===== src/filt_params.svh =====
`ifndef FILT_PARAMS_SVH
`define FILT_PARAMS_SVH

// Image size in pixels
`define FILT_IMAGE_WIDTH 8
`define FILT_IMAGE_HEIGHT 6

// Filter window
`define FILT_WIN_EDGE 5
`define FILT_WIN_SIZE (`FILT_WIN_EDGE * `FILT_WIN_EDGE)
`define FILT_PAD (`FILT_WIN_EDGE / 2)

`define FILT_PIXEL_WIDTH 8

// Derived index widths
`define FILT_IMAGE_ADDR_WIDTH $clog2(`FILT_IMAGE_WIDTH * `FILT_IMAGE_HEIGHT)
`define FILT_X_WIDTH $clog2(`FILT_IMAGE_WIDTH)
`define FILT_Y_WIDTH $clog2(`FILT_IMAGE_HEIGHT)
`define FILT_WIN_IDX_WIDTH $clog2(`FILT_WIN_EDGE)

`endif


===== src/filt_ctrl_pkg.sv =====
`default_nettype none

package filt_ctrl_pkg;

    // Controller states
    typedef enum logic [2:0] {
        idle        = 3'd0,
        fetch_pixel = 3'd1,
        load_pixel  = 3'd2,
        write_back  = 3'd3,
        xfer_read   = 3'd4,
        xfer_write  = 3'd5
    } ctrl_state_t;

    // Host commands, other codes are ignored
    typedef enum logic [1:0] {
        cmd_none                = 2'd0,
        cmd_filter_and_transfer = 2'd1
    } command_t;

endpackage

`default_nettype wire


===== src/filt_win_pkg.sv =====
`default_nettype none

`include "filt_params.svh"

package filt_win_pkg;

    typedef logic [`FILT_PIXEL_WIDTH-1:0] pixel_t;
    typedef logic [`FILT_IMAGE_ADDR_WIDTH-1:0] image_addr_t;

    // Output position
    typedef logic [`FILT_X_WIDTH-1:0] img_x_t;
    typedef logic [`FILT_Y_WIDTH-1:0] img_y_t;

    // Padded position, negative left of and above the image
    typedef logic signed [`FILT_X_WIDTH+1:0] abs_x_t;
    typedef logic signed [`FILT_Y_WIDTH+1:0] abs_y_t;

    typedef logic [`FILT_WIN_IDX_WIDTH-1:0] win_idx_t;

    // Row-major, top-left pixel in the low byte
    typedef logic [`FILT_WIN_SIZE*`FILT_PIXEL_WIDTH-1:0] window_t;

    // Bank bit above the column
    typedef logic [`FILT_X_WIDTH:0] lb_addr_t;

endpackage

`default_nettype wire


===== src/filt_ifs.sv =====
`default_nettype none
`timescale 1ns/10ps

////////////////////
// Scan control between FSM, scanner and window
////////////////////

interface scan_if import filt_win_pkg::*; ();

    logic     fill;
    logic     scan_start;
    logic     outside;
    logic     top_rows;
    logic     win_last;
    logic     image_done;
    logic     leftmost;
    win_idx_t win_x;
    win_idx_t win_y;
    pixel_t   lb_rdata;

    modport ctrl (
        output fill, scan_start,
        input  outside, top_rows, win_last, image_done
    );

    modport scan (
        input  fill, scan_start,
        output outside, top_rows, win_last, image_done, leftmost, win_x, win_y
    );

    modport win (
        input fill, outside, top_rows, leftmost, win_x, win_y, lb_rdata
    );

endinterface

////////////////////
// Image RAM request
////////////////////

interface ram_req_if import filt_win_pkg::*; ();

    logic        ce;
    logic        we;
    image_addr_t addr;
    pixel_t      wdata;
    // Scanner side addresses and returned data
    image_addr_t rd_addr;
    image_addr_t wr_addr;
    pixel_t      rdata;

    modport ctrl (
        output ce, we, addr, wdata,
        input  rd_addr, wr_addr
    );

    modport scan (
        output rd_addr, wr_addr,
        input  rdata
    );

endinterface

`default_nettype wire


===== src/filt_ctrl_fsm.sv =====
`default_nettype none
`timescale 1ns/10ps

`include "filt_params.svh"

module filt_ctrl_fsm import filt_ctrl_pkg::*, filt_win_pkg::*; (
    input  logic     clk,
    input  logic     rst,
    input  command_t command,
    input  logic     image_ram_available,
    input  pixel_t   image_ram_rdata,
    input  pixel_t   filtered_pixel,
    input  logic     uart_ready,
    output pixel_t   uart_data,
    output logic     uart_is_new,
    scan_if.ctrl     scan,
    ram_req_if.ctrl  ram
);

    localparam image_addr_t last_xfer_addr =
        image_addr_t'(`FILT_IMAGE_WIDTH * `FILT_IMAGE_HEIGHT - 1);

    ctrl_state_t state;
    ctrl_state_t state_next;
    image_addr_t xfer_addr;
    logic        rdata_fresh;
    pixel_t      xfer_byte;
    logic        local_pixel;

    // Padding and top rows need no RAM access
    assign local_pixel = scan.outside || scan.top_rows;

    ////////////////////
    // Next state and strobes
    ////////////////////

    always_comb begin
        state_next      = state;
        ram.ce          = 1'b0;
        ram.we          = 1'b0;
        ram.addr        = ram.rd_addr;
        ram.wdata       = filtered_pixel;
        scan.fill       = 1'b0;
        scan.scan_start = 1'b0;
        uart_is_new     = 1'b0;

        case (state)
            idle: begin
                if (command == cmd_filter_and_transfer) begin
                    scan.scan_start = 1'b1;
                    state_next      = fetch_pixel;
                end
            end
            fetch_pixel: begin
                if (local_pixel) begin
                    state_next = load_pixel;
                end else if (image_ram_available) begin
                    ram.ce     = 1'b1;
                    state_next = load_pixel;
                end
            end
            load_pixel: begin
                scan.fill  = 1'b1;
                state_next = scan.win_last ? write_back : fetch_pixel;
            end
            write_back: begin
                ram.addr = ram.wr_addr;
                if (image_ram_available) begin
                    ram.ce     = 1'b1;
                    ram.we     = 1'b1;
                    state_next = scan.image_done ? xfer_read : fetch_pixel;
                end
            end
            xfer_read: begin
                ram.addr = xfer_addr;
                if (image_ram_available) begin
                    ram.ce     = 1'b1;
                    state_next = xfer_write;
                end
            end
            xfer_write: begin
                if (uart_ready) begin
                    uart_is_new = 1'b1;
                    state_next  = (xfer_addr == last_xfer_addr) ? idle : xfer_read;
                end
            end
            default: state_next = idle;
        endcase
    end

    always_ff @(posedge clk) begin
        if (rst) begin
            state       <= idle;
            xfer_addr   <= '0;
            rdata_fresh <= 1'b0;
        end else begin
            state       <= state_next;
            rdata_fresh <= (state == xfer_read) && image_ram_available;
            if (state == xfer_write && uart_ready) begin
                if (xfer_addr == last_xfer_addr) begin
                    xfer_addr <= '0;
                end else begin
                    xfer_addr <= xfer_addr + 1'b1;
                end
            end
        end
    end

    // Hold the byte while the UART is busy
    always_ff @(posedge clk) begin
        if (rdata_fresh) begin
            xfer_byte <= image_ram_rdata;
        end
    end

    assign uart_data = rdata_fresh ? image_ram_rdata : xfer_byte;

endmodule

`default_nettype wire


===== src/filter_controller_top.sv =====
`default_nettype none
`timescale 1ns/10ps

module filter_controller_top import filt_ctrl_pkg::*, filt_win_pkg::*; (
    input  logic        clk,
    input  logic        rst,
    input  command_t    command,
    input  logic        image_ram_available,
    input  pixel_t      image_ram_rdata,
    output logic        image_ram_ce,
    output logic        image_ram_we,
    output image_addr_t image_ram_addr,
    output pixel_t      image_ram_wdata,
    output window_t     window_pixels,
    input  pixel_t      filtered_pixel,
    input  logic        uart_ready,
    output pixel_t      uart_data,
    output logic        uart_is_new
);

    lb_addr_t lb_rd_addr;
    lb_addr_t lb_wr_addr;
    logic     lb_we;
    pixel_t   lb_wdata;

    scan_if    scan_bus ();
    ram_req_if ram_bus ();

    // RAM pins
    assign image_ram_ce    = ram_bus.ce;
    assign image_ram_we    = ram_bus.we;
    assign image_ram_addr  = ram_bus.addr;
    assign image_ram_wdata = ram_bus.wdata;
    assign ram_bus.rdata   = image_ram_rdata;

    filt_ctrl_fsm u_fsm (
        .clk                 (clk),
        .rst                 (rst),
        .command             (command),
        .image_ram_available (image_ram_available),
        .image_ram_rdata     (image_ram_rdata),
        .filtered_pixel      (filtered_pixel),
        .uart_ready          (uart_ready),
        .uart_data           (uart_data),
        .uart_is_new         (uart_is_new),
        .scan                (scan_bus.ctrl),
        .ram                 (ram_bus.ctrl)
    );

    window_scanner u_scanner (
        .clk        (clk),
        .rst        (rst),
        .scan       (scan_bus.scan),
        .ram        (ram_bus.scan),
        .lb_rd_addr (lb_rd_addr),
        .lb_wr_addr (lb_wr_addr),
        .lb_we      (lb_we),
        .lb_wdata   (lb_wdata)
    );

    window_regs u_window (
        .clk           (clk),
        .rst           (rst),
        .scan          (scan_bus.win),
        .pixel_in      (image_ram_rdata),
        .window_pixels (window_pixels)
    );

    line_buffer u_line_buffer (
        .clk     (clk),
        .we      (lb_we),
        .wr_addr (lb_wr_addr),
        .wdata   (lb_wdata),
        .rd_addr (lb_rd_addr),
        .rdata   (scan_bus.lb_rdata)
    );

endmodule

`default_nettype wire


===== src/line_buffer.sv =====
`default_nettype none
`timescale 1ns/10ps

`include "filt_params.svh"

module line_buffer import filt_win_pkg::*; (
    input  logic     clk,
    input  logic     we,
    input  lb_addr_t wr_addr,
    input  pixel_t   wdata,
    input  lb_addr_t rd_addr,
    output pixel_t   rdata
);

    // One image row per bank, selected by row parity
    pixel_t bank_mem [2][`FILT_IMAGE_WIDTH];

    always_ff @(posedge clk) begin
        if (we) begin
            bank_mem[wr_addr[`FILT_X_WIDTH]][wr_addr[`FILT_X_WIDTH-1:0]] <= wdata;
        end
        rdata <= bank_mem[rd_addr[`FILT_X_WIDTH]][rd_addr[`FILT_X_WIDTH-1:0]];
    end

endmodule

`default_nettype wire


===== src/window_regs.sv =====
`default_nettype none
`timescale 1ns/10ps

`include "filt_params.svh"

module window_regs import filt_win_pkg::*; (
    input  logic    clk,
    input  logic    rst,
    scan_if.win     scan,
    input  pixel_t  pixel_in,
    output window_t window_pixels
);

    pixel_t win [`FILT_WIN_SIZE];
    pixel_t pixel_sel;
    logic   shift;

    // Zero padding, old rows from the line buffer, else RAM data
    always_comb begin
        if (scan.outside) begin
            pixel_sel = '0;
        end else if (scan.top_rows) begin
            pixel_sel = scan.lb_rdata;
        end else begin
            pixel_sel = pixel_in;
        end
    end

    // First fill of a window that reuses the previous one
    assign shift = !scan.leftmost && (scan.win_y == '0);

    always_ff @(posedge clk) begin
        if (rst) begin
            for (int i = 0; i < `FILT_WIN_SIZE; i++) begin
                win[i] <= '0;
            end
        end else if (scan.fill) begin
            if (shift) begin
                for (int r = 0; r < `FILT_WIN_EDGE; r++) begin
                    for (int c = 0; c < `FILT_WIN_EDGE - 1; c++) begin
                        win[r*`FILT_WIN_EDGE+c] <= win[r*`FILT_WIN_EDGE+c+1];
                    end
                end
            end
            win[scan.win_y*`FILT_WIN_EDGE+scan.win_x] <= pixel_sel;
        end
    end

    always_comb begin
        for (int i = 0; i < `FILT_WIN_SIZE; i++) begin
            window_pixels[i*`FILT_PIXEL_WIDTH +: `FILT_PIXEL_WIDTH] = win[i];
        end
    end

endmodule

`default_nettype wire


===== src/window_scanner.sv =====
`default_nettype none
`timescale 1ns/10ps

`include "filt_params.svh"

module window_scanner import filt_win_pkg::*; (
    input  logic     clk,
    input  logic     rst,
    scan_if.scan     scan,
    ram_req_if.scan  ram,
    output lb_addr_t lb_rd_addr,
    output lb_addr_t lb_wr_addr,
    output logic     lb_we,
    output pixel_t   lb_wdata
);

    localparam win_idx_t edge_last = win_idx_t'(`FILT_WIN_EDGE - 1);
    localparam img_x_t x_last = img_x_t'(`FILT_IMAGE_WIDTH - 1);
    localparam img_y_t y_last = img_y_t'(`FILT_IMAGE_HEIGHT - 1);

    win_idx_t    win_x;
    win_idx_t    win_y;
    img_x_t      img_x;
    img_y_t      img_y;
    logic        done_q;
    logic        win_last;
    logic        leftmost;
    image_addr_t wb_addr;
    abs_x_t      abs_x;
    abs_y_t      abs_y;
    lb_addr_t    lb_addr;

    assign leftmost = (img_x == '0);
    assign win_last = (win_x == edge_last) && (win_y == edge_last);

    // Absolute pixel under the current window slot
    assign abs_x = abs_x_t'(img_x) + abs_x_t'(win_x) - abs_x_t'(`FILT_PAD);
    assign abs_y = abs_y_t'(img_y) + abs_y_t'(win_y) - abs_y_t'(`FILT_PAD);

    assign scan.outside = (abs_x < 0) || (abs_y < 0) ||
                          (abs_x >= `FILT_IMAGE_WIDTH) || (abs_y >= `FILT_IMAGE_HEIGHT);
    assign scan.top_rows   = (win_y < `FILT_PAD);
    assign scan.win_last   = win_last;
    assign scan.image_done = done_q;
    assign scan.leftmost   = leftmost;
    assign scan.win_x      = win_x;
    assign scan.win_y      = win_y;

    assign ram.rd_addr = image_addr_t'(abs_y * `FILT_IMAGE_WIDTH + abs_x);
    assign ram.wr_addr = wb_addr;

    // Bank follows the row parity
    assign lb_addr    = {abs_y[0], abs_x[`FILT_X_WIDTH-1:0]};
    assign lb_rd_addr = lb_addr;
    assign lb_wr_addr = lb_addr;
    assign lb_we      = scan.fill && !scan.outside && (win_y == `FILT_PAD);
    assign lb_wdata   = ram.rdata;

    ////////////////////
    // Window and image counters
    ////////////////////

    always_ff @(posedge clk) begin
        if (rst || scan.scan_start) begin
            win_x  <= '0;
            win_y  <= '0;
            img_x  <= '0;
            img_y  <= '0;
            done_q <= 1'b0;
        end else if (scan.fill) begin
            if (win_last) begin
                win_y  <= '0;
                done_q <= (img_x == x_last) && (img_y == y_last);
                if (img_x == x_last) begin
                    win_x <= '0;
                    img_x <= '0;
                    img_y <= (img_y == y_last) ? '0 : img_y + 1'b1;
                end else begin
                    img_x <= img_x + 1'b1;
                end
            end else if (win_x == edge_last) begin
                win_y <= win_y + 1'b1;
                if (leftmost) begin
                    win_x <= '0;
                end
            end else begin
                win_x <= win_x + 1'b1;
            end
        end
    end

    // Write-back address of the position just completed
    always_ff @(posedge clk) begin
        if (scan.fill && win_last) begin
            wb_addr <= image_addr_t'(img_y * `FILT_IMAGE_WIDTH + img_x);
        end
    end

endmodule

`default_nettype wire

===== config.mk =====
export PLATFORM = sky130hd
export DESIGN_NAME = filter_controller_top
export DESIGN_NICKNAME = d
export VERILOG_FILES = /design/src/filt_ctrl_pkg.sv /design/src/filt_win_pkg.sv /design/src/filt_ifs.sv /design/src/filt_ctrl_fsm.sv /design/src/filter_controller_top.sv /design/src/line_buffer.sv /design/src/window_regs.sv /design/src/window_scanner.sv
export VERILOG_INCLUDE_DIRS = /design/src
export SDC_FILE = /design/constraint.sdc
export NUM_CORES = 1
export LEC_CHECK = 0
export BUFFER_PORTS_ARGS = -buffer_cell sky130_fd_sc_hd__buf_2
export CAP_MARGIN = 0
export CORE_MARGIN = 2
export CORE_UTILIZATION = 52
export CTS_BUF_LIST = sky130_fd_sc_hd__clkbuf_8
export CTS_CLUSTER_DIAMETER = 50
export DETAILED_ROUTE_END_ITERATION = 10
export PLACE_DENSITY = 0.74
export SYNTH_ARGS = -nofsm -noshare
export SYNTH_HDL_FRONTEND = slang
export SYNTH_HIERARCHICAL = 1
export SYNTH_SLANG_ARGS = --single-unit

===== constraint.sdc =====
create_clock -name clk -period 4.2 [get_ports clk]
set_clock_uncertainty 0.05 [all_clocks]
set_input_delay 0.84 -clock clk [delete_from_list [all_inputs] [get_ports clk]]
set_output_delay 0.84 -clock clk [all_outputs]
set_load 0.02 [all_outputs]

==> impl_results.md <==
* Worst-path cell chain: inv_2, ha_4, inv_4, ha_4, fa_2, xnor2_2, inv_1, ha_2, inv_2, fa_2, xor2_1, xnor2_1, o21ai_1, a21oi_1, buf_4
* Tmin final at about 4.3 ns
* Avg Vias per Cell at between 5 and 6
* Max incr delay on CP at around 0.35 ns
* Clock transition at path regs at around 0.060 ns
* Largest net degree at the start of global routing at roughly 120
* Routed Wire Length at between 30000 and 40000 um
* Worst slack, placed at 0.190 ns
* VDD IR max at about 0.00034 V
* Xor/xnor share of the synthesized area at 0.00511
* Post-Synth Adder-Cell Area at 0.0251
* Clk_lat worst skew at approximately 0.6 ns
* DR DRC count at 0
* Number of DRC markers in iteration 0 at between 900 and 1000
* Synthesized area at approximately 0.017 sq mm
* Post-Syn Instances at 1246
* Boundary pin count at between 200 and 250
* H-tree depth at 2
* Slew Viols, Final at 0
* P_leak at ~7.8 nW
* HP Class: reg2reg
* Placer Congestion at around 0.83
* CP delay by family, top: adder cells
* Fin. Hold Viols at 0
* Pwr dens at ~410 mW/mm^2
* CP arrival at about 3.4 ns
* Post-cts hold buffer count at 0
* Syn-to-layout area delta at 16.1%
* Multi-input logic area at slightly below 0.006 sq mm
* Period utilization at 1.02
* Fillers at 2570
* Yosys warning count at 6
* Status: complete, but fails checks
* Rel. slew slack at 0.157
* CP max FO at 3
* Failing checks: setup timing
* Req. time, crit path at 3.31 ns
* Setup ws final at -0.0693 ns
* Final Setup Violations at 1
* Predominant post-synthesis flop cell: edfxtp_1
* Nets at about 1500
* CTS tree: built
* Initial DRT Pass Iterations at 5
* EDFF count, synth at 326
* Inserted Diodes at 0
* Die H at between 150 and 200 um
* Vias at about 11000
* Initial core utilization at 0.527
* Worst-margin pin slew at 1.25 ns
* Syn_nets at 1300
* CP startpoint kind: register
* First-pass GRT wire length at 60100 um
* RSZ-0062 raised after global routing: yes
* WS Path Type: reg2out
* Synth Area in Compound Gates at 0.0352
* Critical path's slowest cell: fa_2
* Antenna violations before repair at 0
* Crit. End Element: output pin
* Maximum clock insertion buffer count at 3
* Floorplan core area at between 0.03 and 0.04 sq mm
* Asr flop ratio synth at 0
* FP Rows at 66
* Max Clock Freq at ~230 MHz
* Port bufs at 230
* Max Cap Viol at 0
* Die ar. at between 0.03 and 0.04 sq mm
* Sequential area share after synthesis at 0.626
* Die width at 186 um
* Vias in the first global route at 10695
* Clock sink count at between 300 and 400
* Layout cells sized above 1 at 0.306
* Crit path buffers/inverters at 5
* Mean Syn Cell Area at about 14 sq um
* WHS at around 0.42 ns
* Flops & latches, synth at roughly 370
* Mux share of post-synthesis cell area at 0.156
* Synth unique cells at 70
* ANT nets after route at 0
* Cts bufs inserted at 60
* Largest family of logic cells by synthesized area: multiplexers
* Grt ovf at 0
* Register Area at between 0.01 and 0.015 sq mm
* DP HPWL at 26400 um
* Simple-gate share of the synthesized area at 0.104
* Total track usage at 0.228
* Root cell of the clock tree: clkbuf_8
* WL/cell at between 20 and 25 um
[placed cells by master (no fill, tap or decap), drive strengths merged, types with 28 or more instances in the layout]
cell,synthesis,routed
mux4,32,32
mux2i,180,180
ha,28,28
dfxtp,47,47
buf,76,287
edfxtp,326,326
nand2,198,198
nor2,41,41
clkbuf,42,63
inv,33,50
[registers in the layout, summed over array words and instances, names as in the netlist]
| register | flops |
|---|---|
| u_fsm/rdata_fresh | 1 |
| u_fsm/state | 3 |
| u_fsm/xfer_addr | 6 |
| u_fsm/xfer_byte | 8 |
| u_line_buffer/bank_mem | 128 |
| u_line_buffer/rdata | 8 |
| u_scanner/img_x | 3 |
| u_scanner/img_y | 3 |
| u_scanner/ram.wr_addr | 6 |
| u_scanner/scan.image_done | 1 |
| u_scanner/scan.win_x | 3 |
| u_scanner/scan.win_y | 3 |
| u_window/win | 200 |
[cells by family after synthesis]
logic type / Yosys count
flip-flops: 373
AND/OR/NAND/NOR: 370
multiplexers: 221
buffers and inverters: 155
AO/OA/AOI/OAI: 85
adder cells (fa/ha/maj): 32
XOR/XNOR: 10
[path summary, 6_finish.rpt]
path,cells after the start,slack (ns),startpoint,to
worst max-delay path,15,-0.07,u_scanner/scan.win_x[1],image_ram_addr[5]
worst min-delay path,1,0.42,u_fsm/xfer_byte[7],u_fsm/xfer_byte[7]
worst max register to register,7,0.30,u_scanner/scan.win_y[0],u_window/win[7][0]
worst min register to register,1,0.42,u_fsm/xfer_byte[7],u_fsm/xfer_byte[7]
[worst register-to-register path, delay by kind of cell, from the launching register on]
kind	cells	cell delay, ns
xor gates and xnor gates	1	0.39
DFF	1	0.36
and+or+nand+nor	3	1.65
adders and majority gates	3	1.11
[metrics by stage]
step | cells | area, sq um | util | power, mW | TNS, ns
after detailed placement | 1849 | 18600 | 0.573 | 5.35 | 0
after global placement | 1849 | 18600 | 0.573 | 5.33 | 0
after floorplan | 1246 | 17100 | - | 5.08 | 0
after global routing | 1960 | 19900 | 0.612 | 8.50 | -0.287
final | 1960 | 19900 | 0.612 | 8.17 | -0.0693
after CTS | 1957 | 19800 | 0.609 | 8.24 | -0.0732
[power breakdown]
part / switching, mW / total [mW] / internal, mW
registers: 0.0945 / 4.27 / 4.18
clock network: 1.37 / 2.88 / 1.51
logic: 0.641 / 1.02 / 0.377
[routing by layer]
metal,GRT usage,wire length (um),vias to the layer above
met5,0,0,-
li1,-,-,5047
met3,0.0421,3000,58
met1,0.304,16400,5407
met2,0.383,19600,428
met4,0.0661,656,0
[cell usage after synthesis, types with 3 or more instances]
library cell	instances	area [sq um]
nor3_1	10	50.1
mux4_2	18	405
a22oi_1	16	120
buf_4	39	293
clkbuf_1	42	158
nor4_1	24	150
dfxtp_1	47	941
a21oi_1	19	95.1
edfxtp_1	326	9790
and3_1	5	31.3
nor2_1	33	124
o21ai_0	18	90.1
or3_1	6	37.5
o211ai_1	3	22.5
or2_2	11	68.8
buf_2	30	150
nor2b_1	10	62.6
nor2_2	8	50.1
inv_1	32	120
xor2_1	7	61.3
nand4_1	10	62.6
nand2b_1	20	125
buf_6	5	56.3
mux2i_1	180	1800
clkdlybuf4s25_2	3	30.0
ha_1	28	350
fa_1	4	80.1
mux2_2	9	101
xnor2_1	3	26.3
nand2_1	198	743
mux4_1	14	368
o22ai_1	7	43.8
nand3_1	11	55.1
[what timing repair did]
| action | in CTS | in global routing |
|---|---|---|
| endpoints found under the hold margin | 0 | 0 |
| resized for setup | 21 | 17 |
| pin swaps | 9 | 7 |
| endpoints found under the setup margin | 3 | 19 |
| buffers inserted | 2 | 3 |
[layout make-up]
class | count | area share
clock buffers | 63 | 0.0436
inverters | 34 | 0.00654
repair buffers | 287 | 0.0805
well taps | 442 | 0.0278
multi-input cells | 718 | 0.290
flip-flops and latches | 373 | 0.540
clock inverters | 43 | 0.0124
(Power assumes the default switching activity.)
